<file path="src/hw/audio_pkg.sv">
`default_nettype none

package audio_pkg;

  // width of each output channel
  localparam int AUDIO_W = 16;

  // covox byte lands in bits 13:6
  localparam int COVOX_SHIFT = 6;

  // fixed contributions of the one-bit sources
  localparam logic [AUDIO_W-1:0] SPK_LEVEL      = 16'h2000;
  localparam logic [AUDIO_W-1:0] TAPE_OUT_LEVEL = 16'h0800;
  localparam logic [AUDIO_W-1:0] TAPE_IN_LEVEL  = 16'h0400;

  // full scale sum is 27584, so no overflow in 16 bits

endpackage

`default_nettype wire

</file>
<file path="src/hw/zx_bus_pkg.sv">
`default_nettype none

package zx_bus_pkg;

  // cpu bus widths
  localparam int ADDR_W = 16;
  localparam int DATA_W = 8;

  // low address byte of each port
  localparam logic [7:0] PORT_FE = 8'hFE;
  localparam logic [7:0] PORT_FB = 8'hFB;
  localparam logic [7:0] PORT_FD = 8'hFD;

  // A15 high on both psg ports, A14 splits #FFFD from #BFFD
  localparam int PSG_SEL_BIT = 14;
  localparam int PSG_HI_BIT  = 15;

  // turbosound register files
  localparam int PSG_REG_NUM = 16;
  localparam int PSG_IDX_W   = 4;
  localparam logic [DATA_W-1:0] TS_CHIP0_CODE = 8'hFF;
  localparam logic [DATA_W-1:0] TS_CHIP1_CODE = 8'hFE;

  // #FE fields
  localparam int FE_TAPE_OUT_BIT = 3;
  localparam int FE_SPK_BIT      = 4;
  localparam int BORDER_W        = 3;
  localparam int KEY_W           = 5;
  localparam int FE_TAPE_IN_BIT  = 6;

endpackage

`default_nettype wire
</file>
<file path="src/hw/tsconf_sound_top.sv">
`timescale 1ns/10ps
`default_nettype none

module tsconf_sound_top
  import zx_bus_pkg::*;
  import audio_pkg::*;
(
  input  logic                clk_28mhz,
  input  logic                rst,
  input  logic [ADDR_W-1:0]   cpu_a,
  input  logic [DATA_W-1:0]   cpu_do,
  input  logic                cpu_iorq_n,
  input  logic                cpu_rd_n,
  input  logic                cpu_wr_n,
  input  logic                cpu_m1_n,
  input  logic [KEY_W-1:0]    keyboard_data,
  input  logic                tape_in,
  input  logic                covox_en,
  output logic [DATA_W-1:0]   cpu_di,
  output logic [BORDER_W-1:0] border,
  output logic                tape_out,
  output logic [AUDIO_W-1:0]  audio_out_l,
  output logic [AUDIO_W-1:0]  audio_out_r
);

  // bus sync stage
  logic [ADDR_W-1:0] bus_a;
  logic [DATA_W-1:0] bus_d;
  logic              io_wr_stb;
  logic              io_rd;

  // decode stage
  logic [DATA_W-1:0] wr_data;
  logic              fe_wr;
  logic              psg_addr_wr;
  logic              psg_data_wr;
  logic              covox_wr;
  logic              fe_rd;
  logic              psg_rd;

  // register stage
  logic [DATA_W-1:0] psg_rdata;
  logic [DATA_W-1:0] covox_val;
  logic              spk;

  z80_bus_sync i_bus_sync (
    .clk_28mhz (clk_28mhz),
    .rst       (rst),
    .cpu_a     (cpu_a),
    .cpu_do    (cpu_do),
    .cpu_iorq_n(cpu_iorq_n),
    .cpu_rd_n  (cpu_rd_n),
    .cpu_wr_n  (cpu_wr_n),
    .cpu_m1_n  (cpu_m1_n),
    .bus_a     (bus_a),
    .bus_d     (bus_d),
    .io_wr_stb (io_wr_stb),
    .io_rd     (io_rd)
  );

  port_decode i_port_decode (
    .clk_28mhz  (clk_28mhz),
    .rst        (rst),
    .bus_a      (bus_a),
    .bus_d      (bus_d),
    .io_wr_stb  (io_wr_stb),
    .io_rd      (io_rd),
    .covox_en   (covox_en),
    .wr_data    (wr_data),
    .fe_wr      (fe_wr),
    .psg_addr_wr(psg_addr_wr),
    .psg_data_wr(psg_data_wr),
    .covox_wr   (covox_wr),
    .fe_rd      (fe_rd),
    .psg_rd     (psg_rd)
  );

  psg_regs i_psg_regs (
    .clk_28mhz  (clk_28mhz),
    .rst        (rst),
    .wr_data    (wr_data),
    .psg_addr_wr(psg_addr_wr),
    .psg_data_wr(psg_data_wr),
    .psg_rdata  (psg_rdata)
  );

  io_regs i_io_regs (
    .clk_28mhz    (clk_28mhz),
    .rst          (rst),
    .wr_data      (wr_data),
    .fe_wr        (fe_wr),
    .covox_wr     (covox_wr),
    .fe_rd        (fe_rd),
    .psg_rd       (psg_rd),
    .psg_rdata    (psg_rdata),
    .keyboard_data(keyboard_data),
    .tape_in      (tape_in),
    .cpu_di       (cpu_di),
    .border       (border),
    .tape_out     (tape_out),
    .spk          (spk),
    .covox_val    (covox_val)
  );

  audio_mixer i_audio_mixer (
    .clk_28mhz  (clk_28mhz),
    .rst        (rst),
    .covox_val  (covox_val),
    .spk        (spk),
    .tape_out   (tape_out),
    .tape_in    (tape_in),
    .audio_out_l(audio_out_l),
    .audio_out_r(audio_out_r)
  );

endmodule

`default_nettype wire

</file>
<file path="src/hw/audio_mixer.sv">
`timescale 1ns/10ps
`default_nettype none

module audio_mixer
  import zx_bus_pkg::*;
  import audio_pkg::*;
(
  input  logic               clk_28mhz,
  input  logic               rst,
  input  logic [DATA_W-1:0]  covox_val,
  input  logic               spk,
  input  logic               tape_out,
  input  logic               tape_in,
  output logic [AUDIO_W-1:0] audio_out_l,
  output logic [AUDIO_W-1:0] audio_out_r
);

  logic [AUDIO_W-1:0] covox_term;
  logic [AUDIO_W-1:0] mix_sum;

  // dac byte scaled into the upper part of the range
  assign covox_term = AUDIO_W'(covox_val) << COVOX_SHIFT;

  // one-bit sources add fixed levels
  always_comb begin
    mix_sum = covox_term;
    if (spk) begin
      mix_sum = mix_sum + SPK_LEVEL;
    end
    if (tape_out) begin
      mix_sum = mix_sum + TAPE_OUT_LEVEL;
    end
    if (tape_in) begin
      mix_sum = mix_sum + TAPE_IN_LEVEL;
    end
  end

  // same mono sum on both channels
  always_ff @(posedge clk_28mhz) begin
    if (rst) begin
      audio_out_l <= '0;
      audio_out_r <= '0;
    end else begin
      audio_out_l <= mix_sum;
      audio_out_r <= mix_sum;
    end
  end

endmodule

`default_nettype wire

</file>
<file path="src/hw/io_regs.sv">
`timescale 1ns/10ps
`default_nettype none

module io_regs
  import zx_bus_pkg::*;
(
  input  logic                clk_28mhz,
  input  logic                rst,
  input  logic [DATA_W-1:0]   wr_data,
  input  logic                fe_wr,
  input  logic                covox_wr,
  input  logic                fe_rd,
  input  logic                psg_rd,
  input  logic [DATA_W-1:0]   psg_rdata,
  input  logic [KEY_W-1:0]    keyboard_data,
  input  logic                tape_in,
  output logic [DATA_W-1:0]   cpu_di,
  output logic [BORDER_W-1:0] border,
  output logic                tape_out,
  output logic                spk,
  output logic [DATA_W-1:0]   covox_val
);

  logic [DATA_W-1:0] fe_rd_byte;

  // unused bits of the #FE read byte are high
  always_comb begin
    fe_rd_byte = '1;
    fe_rd_byte[KEY_W-1:0] = keyboard_data;
    fe_rd_byte[FE_TAPE_IN_BIT] = tape_in;
  end

  // #FE fields
  always_ff @(posedge clk_28mhz) begin
    if (rst) begin
      border   <= '0;
      tape_out <= 1'b0;
      spk      <= 1'b0;
    end else if (fe_wr) begin
      border   <= wr_data[BORDER_W-1:0];
      tape_out <= wr_data[FE_TAPE_OUT_BIT];
      spk      <= wr_data[FE_SPK_BIT];
    end
  end

  // covox dac byte
  always_ff @(posedge clk_28mhz) begin
    if (rst) begin
      covox_val <= '0;
    end else if (covox_wr) begin
      covox_val <= wr_data;
    end
  end

  // idle bus reads as FF
  always_ff @(posedge clk_28mhz) begin
    if (rst) begin
      cpu_di <= '1;
    end else if (fe_rd) begin
      cpu_di <= fe_rd_byte;
    end else if (psg_rd) begin
      cpu_di <= psg_rdata;
    end else begin
      cpu_di <= '1;
    end
  end

endmodule

`default_nettype wire

</file>
<file path="src/hw/psg_regs.sv">
`timescale 1ns/10ps
`default_nettype none

module psg_regs
  import zx_bus_pkg::*;
(
  input  logic              clk_28mhz,
  input  logic              rst,
  input  logic [DATA_W-1:0] wr_data,
  input  logic              psg_addr_wr,
  input  logic              psg_data_wr,
  output logic [DATA_W-1:0] psg_rdata
);

  // 0 for chip 0, 1 for chip 1
  logic                 chip_sel;
  logic [PSG_IDX_W-1:0] psg_idx;

  // one register file per chip
  logic [DATA_W-1:0] psg_file [2][PSG_REG_NUM];

  logic is_chip0_code;
  logic is_chip1_code;

  assign is_chip0_code = wr_data == TS_CHIP0_CODE;
  assign is_chip1_code = wr_data == TS_CHIP1_CODE;

  // select write carries a chip code or a register index
  always_ff @(posedge clk_28mhz) begin
    if (rst) begin
      chip_sel <= 1'b0;
      psg_idx  <= '0;
    end else if (psg_addr_wr) begin
      if (is_chip0_code) begin
        chip_sel <= 1'b0;
      end else if (is_chip1_code) begin
        chip_sel <= 1'b1;
      end else begin
        psg_idx <= wr_data[PSG_IDX_W-1:0];
      end
    end
  end

  // data write into the indexed register of the selected chip
  always_ff @(posedge clk_28mhz) begin
    if (rst) begin
      for (int c = 0; c < 2; c++) begin
        for (int r = 0; r < PSG_REG_NUM; r++) begin
          psg_file[c][r] <= '0;
        end
      end
    end else if (psg_data_wr) begin
      psg_file[chip_sel][psg_idx] <= wr_data;
    end
  end

  // read path always shows the current register
  assign psg_rdata = psg_file[chip_sel][psg_idx];

  // chip codes and index values are disjoint
  a_sel_exclusive: assert property (
    @(posedge clk_28mhz) disable iff (rst)
    psg_addr_wr |=> !($changed(chip_sel) && $changed(psg_idx))
  );

endmodule

`default_nettype wire

</file>
<file path="src/hw/port_decode.sv">
`timescale 1ns/10ps
`default_nettype none

module port_decode
  import zx_bus_pkg::*;
(
  input  logic              clk_28mhz,
  input  logic              rst,
  input  logic [ADDR_W-1:0] bus_a,
  input  logic [DATA_W-1:0] bus_d,
  input  logic              io_wr_stb,
  input  logic              io_rd,
  input  logic              covox_en,
  output logic [DATA_W-1:0] wr_data,
  output logic              fe_wr,
  output logic              psg_addr_wr,
  output logic              psg_data_wr,
  output logic              covox_wr,
  output logic              fe_rd,
  output logic              psg_rd
);

  logic fe_hit;
  logic fb_hit;
  logic fd_hit;
  logic psg_addr_hit;
  logic psg_data_hit;

  // low byte match
  assign fe_hit = bus_a[7:0] == PORT_FE;
  assign fb_hit = bus_a[7:0] == PORT_FB;
  assign fd_hit = bus_a[7:0] == PORT_FD;

  // #FFFD selects, #BFFD carries data
  assign psg_addr_hit = fd_hit && bus_a[PSG_HI_BIT] && bus_a[PSG_SEL_BIT];
  assign psg_data_hit = fd_hit && bus_a[PSG_HI_BIT] && !bus_a[PSG_SEL_BIT];

  // data byte travels alongside the strobes
  always_ff @(posedge clk_28mhz) begin
    wr_data <= bus_d;
  end

  always_ff @(posedge clk_28mhz) begin
    if (rst) begin
      fe_wr       <= 1'b0;
      psg_addr_wr <= 1'b0;
      psg_data_wr <= 1'b0;
      covox_wr    <= 1'b0;
      fe_rd       <= 1'b0;
      psg_rd      <= 1'b0;
    end else begin
      fe_wr       <= io_wr_stb && fe_hit;
      psg_addr_wr <= io_wr_stb && psg_addr_hit;
      psg_data_wr <= io_wr_stb && psg_data_hit;
      // dac port only exists while enabled
      covox_wr    <= io_wr_stb && fb_hit && covox_en;
      fe_rd       <= io_rd && fe_hit;
      psg_rd      <= io_rd && psg_addr_hit;
    end
  end

  // write strobes never overlap, so downstream registers need no priority
  a_wr_onehot: assert property (
    @(posedge clk_28mhz) disable iff (rst)
    $onehot0({fe_wr, psg_addr_wr, psg_data_wr, covox_wr})
  );

endmodule

`default_nettype wire

</file>
<file path="src/hw/z80_bus_sync.sv">
`timescale 1ns/10ps
`default_nettype none

module z80_bus_sync
  import zx_bus_pkg::*;
(
  input  logic              clk_28mhz,
  input  logic              rst,
  input  logic [ADDR_W-1:0] cpu_a,
  input  logic [DATA_W-1:0] cpu_do,
  input  logic              cpu_iorq_n,
  input  logic              cpu_rd_n,
  input  logic              cpu_wr_n,
  input  logic              cpu_m1_n,
  output logic [ADDR_W-1:0] bus_a,
  output logic [DATA_W-1:0] bus_d,
  output logic              io_wr_stb,
  output logic              io_rd
);

  logic wr_now;
  logic rd_now;
  logic wr_prev;

  // interrupt acknowledge has iorq with m1, so m1 must be inactive
  assign wr_now = !cpu_iorq_n && !cpu_wr_n && cpu_m1_n;
  assign rd_now = !cpu_iorq_n && !cpu_rd_n && cpu_m1_n;

  // address and data follow the bus every cycle
  always_ff @(posedge clk_28mhz) begin
    bus_a <= cpu_a;
    bus_d <= cpu_do;
  end

  always_ff @(posedge clk_28mhz) begin
    if (rst) begin
      wr_prev   <= 1'b0;
      io_wr_stb <= 1'b0;
      io_rd     <= 1'b0;
    end else begin
      wr_prev <= wr_now;
      // first sampled cycle of a write only
      io_wr_stb <= wr_now && !wr_prev;
      io_rd     <= rd_now;
    end
  end

  // a held write still yields a single strobe
  a_wr_stb_single: assert property (
    @(posedge clk_28mhz) disable iff (rst)
    io_wr_stb |=> !io_wr_stb
  );

endmodule

`default_nettype wire

</file>
<file path="config.mk">
export PLATFORM = sky130hd
export DESIGN_NAME = tsconf_sound_top
export DESIGN_NICKNAME = d
export VERILOG_FILES = /design/src/hw/audio_pkg.sv /design/src/hw/zx_bus_pkg.sv /design/src/hw/tsconf_sound_top.sv /design/src/hw/audio_mixer.sv /design/src/hw/io_regs.sv /design/src/hw/psg_regs.sv /design/src/hw/port_decode.sv /design/src/hw/z80_bus_sync.sv
export SDC_FILE = /design/constraint.sdc
export NUM_CORES = 1
export LEC_CHECK = 0
export BUFFER_PORTS_ARGS = -buffer_cell sky130_fd_sc_hd__buf_2
export CORE_AREA = 3 3 186 188
export CTS_BUF_LIST = sky130_fd_sc_hd__clkbuf_4
export CTS_CLUSTER_SIZE = 16
export DETAILED_ROUTE_END_ITERATION = 8
export DIE_AREA = 0 0 189 191
export PLACE_DENSITY_LB_ADDON = 0.15
export SETUP_SLACK_MARGIN = 0.15
export SYNTH_ARGS = -nofsm -noshare
export SYNTH_HDL_FRONTEND = slang
export SYNTH_SLANG_ARGS = --single-unit
export TNS_END_PERCENT = 20
</file>
<file path="constraint.sdc">
create_clock -name clk_28mhz -period 5.2 [get_ports clk_28mhz]
set_input_delay 1.56 -clock clk_28mhz [delete_from_list [all_inputs] [get_ports clk_28mhz]]
set_output_delay 1.56 -clock clk_28mhz [all_outputs]
set_load 0.05 [all_outputs]
</file>
# [Word level (Yosys, flattened, before mapping)]
# Memory sizes are Yosys's and may differ from the RTL's. A register that Yosys moved wholly into a read port is not among the register bits.
# Cells that the tools add are included.
[totals] input_bits=37 out_inout_bits=44 register_bits=83 memories=1 ramBits=256
[memory_table] name="i_psg_regs.psg_file" words=2 word_bits=128 read_ports=1 rd_ports_with_merged_regs=1 wr=2 line_no="psg_regs.sv:20" text="logic [DATA_W-1:0] psg_file [2][PSG_REG_NUM];"
[op_classes] eq_ne=5 n_addsub=3 magnitude_cmp=2 n_mux=22 n_bitwise=4 reduce_logical=26
[ops] cell="two-way mux 128 bit" n=3
[ops] cell="OR reduction 128 bit" n=1
[ops] cell="== test 8 bit (second input constant)" n=5
[ops] cell="binary-select mux 8 bit (select 4 bit)" n=1
[ops] cell="demux 8 bit (select 4 bit)" n=1
[ops] cell="two-way mux 16 bit" n=2
[ops] cell="two-way mux 8 bit" n=3
[ops] cell="adder 16 x 11 -> 16 bit (second input constant)" n=1
[ops] cell="adder 16 x 12 -> 16 bit (second input constant)" n=1
[ops] cell="logical AND 1 bit" n=16
[ops] cell="adder 14 x 14 -> 15 bit (second input constant)" n=1
[ops] cell="two-way mux 15 bit" n=1
[ops] cell="two-way mux 7 bit" n=2
[ops] cell="two-way mux 1 bit" n=9
[ops] cell=">= comparator 5 bit (second input constant)" n=1
[ops] cell="zero test 1 bit" n=5
[ops] cell="less-than comparator 5 x 1 -> 1 bit (second input constant)" n=1
[ops] cell="NOT 4 -> 5 bit" n=1
[ops] cell="NOT 1 bit" n=3
[ops] cell="AND reduction 3 bit" n=1
[ops] cell="OR reduction 3 bit" n=1
[ops] cell="AND reduction 2 bit" n=1
[ops] cell="nonzero test 2 bit" n=1

# [Logic depth before layout (Yosys ltp)]
[logic_depth] ltp_word=8 mapped_depth=8

# [Cells and area by module]
# Synthesis repeated with hierarchy kept, for this count alone.
[unflattened] hier_cells=846 area_unflattened_um2=13688.1
[modules_own_cells] module="psg_regs" cells_each=643 instances=1 area_each_um2=11318.4
[modules_own_cells] module="io_regs" cells_each=75 instances=1 area_each_um2=789.5
[modules_own_cells] module="audio_mixer" cells_each=70 instances=1 area_each_um2=634.4
[modules_own_cells] module="z80_bus_sync" cells_each=31 instances=1 area_each_um2=566.8
[modules_own_cells] module="port_decode" cells_each=27 instances=1 area_each_um2=379.1

# [Least setup slack after synthesis]
# Ideal clock, no wire load.
[synth_timing] kind="input to register" from="input rst" to="memory i_psg_regs.psg_file[0][0] (netlist bit), enable pin" path_slack_ns=2.258 stages=5 required_ns=4.866 setup_time_ns=0.334 t_arrival_ns=2.607 path_cell_list="nor2b_1 nand2_1 nor3b_2 nand3_1 nand2b_1"
[synth_lines] element="start: declaration" line_no="tsconf_sound_top.sv:9" text="input logic rst,"
[synth_lines] element="end: declaration" line_no="psg_regs.sv:20"

==> impl_results.md <==
* Synth-to-Final Area Change at 13.4%
* Hold path depth at 0
* Final HPWL DP at between 20,000 and 25,000 um
* Tightest Hold Check Type: reg2reg
* Final core occ at between 40 and 50%
* Clock skew at roughly 42 ps
* Fillers at approximately 3,100
* CP peak stage delay at approximately 900 ps
* Routed met3 length at about 1900 um
* Relative slew slack at around 32%
* Cells after Synth at 940
* P per Cell Area at ~360 nW/um2
* Share of cells above drive strength 1 at between 20% and 30%
* Total Wirelength at 35,000 um
* WL met2 at between 15,000 and 20,000 um
* Register bit count reported by yosys at 328
* Crit. End Element: flip-flop
* Htree depth at 3
* Primary FF master, synth: edfxtp_1
* DRC at 0
* Max-cap violations at 0
* DRT iter0 DRCs at about 730
* Ys async rst share at 0%
* DR vias/cell at slightly above 5
* Critical path arrival at roughly 3500 ps
* Synth top area share at 58.2%
* Vias in the first global route at 8,120
* Status: finished, final reports clean
* Actual slew at the worst max-slew pin at just over 1000 ps
* GRT Util Overall at approximately a fifth
* Tot Pwr at between 5 and 6 mW
* Clk slew on worst S/H paths at ~70 ps
* Clk Latency, worst-skew pair at 710 ps
* Syn avg cell area at approximately 14 um2
* YS warnings at 0
* Worst endpoint required time at 5490 ps
* CTS hold repair buffers at 0
* Routability cong. at between 0.8 and 0.9
* Die Height at 191 um
* Number of synthesized flops with an enable pin at 256
* Vias at 7,995
* Top delay family on crit path: flip-flops
* Port bufs at a little over 60
* Crit start category: flip-flop
* Buffers plus inverters on the worst setup path at 1
* Achievable Freq at 0.314 GHz
* Total grt overflow at 0
* Dpl cell area at approximately 14,000 um2
* R2r worst-path depth at 3
* RSZ-0062 raised after global routing: no
* Post-route ant nets at 0
* Initial antenna violation count at 1
* Final Setup Violations at 0
* Multi-input logic area at 3620 um2
* Largest net degree at the start of global routing at 68
* Tmin final at between 3000 and 4000 ps
* Sequential area share after synthesis at 69.1%
* CTS tree: yes
* P_leak at 5.11 nW
* Top cells by area, synth: edfxtp_1 58%, dfxtp_1 11%, mux2i_1 9.2%
* Highest Signal Layer: met4
* Router iterations before antenna repair at 5
* Largest area contributor in the netlist: edfxtp_1
* Critical path class: reg2reg
* CP Max Fanout at 18
* CTS buffer count at between 80 and 90
* Ports at slightly above 80
* Clock Tree Root: clkbuf_4
* Routed WL per cell at between 20 and 25 um
* Final Max Slew Viols at 0
* Final Hold Fails at 0
* Final Instance Area at about 15,000 um2
* CTS max path bufs at 3
* Cell Area, Synth at roughly 13,000 um2
* Die width at approximately 190 um
* FF/Latch Area at 9130 um2
* Met1 wire length at approximately 16,000 um
* DIE AREA at about 36,000 um2
* Starting density of the core at approximately 40%
* CP cell instances: nand2b_1, buf_4, o21bai_1
* Post-cts resize count at 0
* Post-synthesis cell type count at between 40 and 50
* Nets at approximately 1,100
* Std-Cell Rows at 67
* Fin Setup TNS at 0 ps
* Area of the core at 33,300 um2
* Clock sink total at roughly 330
* Post-CTS Setup Bufs at 0
* First-pass GRT wire length at 52,100 um
* Slowest-stage cell, CP: dfxtp_1
* Final period utilization at roughly three fifths
* Worst VDD drop at between 150 and 200 uV
* Crit path depth at 3
cells in the final DEF (no fill, tap or decap), types with 16 or more instances in the layout:
cell / synthesis / final
nand2b_1: 22 / 22
mux2i_1: 122 / 122
edfxtp_1: 256 / 256
buf_4: 31 / 19
o21ai_0: 25 / 25
o22ai_1: 48 / 48
buf_2: 17 / 62
dfxtp_1: 72 / 71
clkbuf_4: 0 / 135
nor2_1: 167 / 167
mux4_2: 16 / 16
nand2_1: 31 / 31
report_power, final:
| group | switching, mW | total [mW] | internal [mW] |
|---|---|---|---|
| sequential | 0.0261 | 2.92 | 2.90 |
| clock | 1.05 | 2.33 | 1.28 |
| combinational | 0.101 | 0.139 | 0.0386 |
final timing paths:
kind                                             from                          to  slack (ps)
worst max register to register  i_psg_regs.psg_idx[0]  i_psg_regs.psg_file[1][53]        2020
worst max-delay path            i_psg_regs.psg_idx[0]  i_psg_regs.psg_file[1][53]        2020
worst min-delay path              i_bus_sync.bus_d[7]    i_port_decode.wr_data[7]         320
worst min register to register    i_bus_sync.bus_d[7]    i_port_decode.wr_data[7]         320
state kept, by name, indices dropped and copies added (netlist names), 4 cells and up, named ones only:
name and cells:
i_port_decode.wr_data 8, i_io_regs.covox_val 8, i_bus_sync.bus_a 10, i_psg_regs.psg_idx 4, i_audio_mixer.audio_out_l 10, i_io_regs.cpu_di 8
i_psg_regs.psg_file 256, i_bus_sync.bus_d 8
cell usage after synthesis, drive strengths merged, types with 2 or more instances:
cell and count:
a21oi 2, a22oi 2, a31o 2, and4b 2, buf 52, clkbuf 25, dfxtp 72, edfxtp 256
ha 3, inv 9, mux2i 122, mux4 16, nand2 31, nand2b 22, nand3 12, nand4 10
nand4b 2, nor2 167, nor2b 12, nor3 6, nor3b 2, nor4 2, o21ai 26, o21bai 15
o22a 6, o22ai 48, xnor2 4, xor2 3
metrics by stage:
step | instances | hold WS [ps] | worst slack, ps
floorplan | 951 | 310 | 2260
global placement | 1404 | 311 | 1440
detailed placement | 1404 | 312 | 1430
CTS | 1559 | 321 | 1980
global route | 1560 | 326 | 1830
finish | 1560 | 320 | 2020
layout make-up:
type                       instances  share of cell area, %
antenna                            1                 0.0167
clock buffer                     135                   6.77
timing repair buffer              82                   3.16
tap                              448                   3.74
inverter                           9                  0.226
sequential                       328                   61.0
multi-input combinational        537                   24.2
clock inverter                    20                  0.977
cell families after synthesis:
group           count (synthesis)  share of synthesized area, %
flops                         328                          69.1
xor+xnor                        7                         0.464
simple gates                  274                          9.37
compound gates                103                          4.96
buf+inv                        86                          3.78
other cells                     1                        0.0284
mux                           138                          12.0
fa+ha+maj                       3                         0.284
layer usage:
layer  up-vias  track usage, %
met5         -               0
met4         0            6.02
met3        58            3.91
met2       260            31.4
met1      3958            27.2
li1       3719               -
Note: power is estimated with default switching activity, not from simulation.
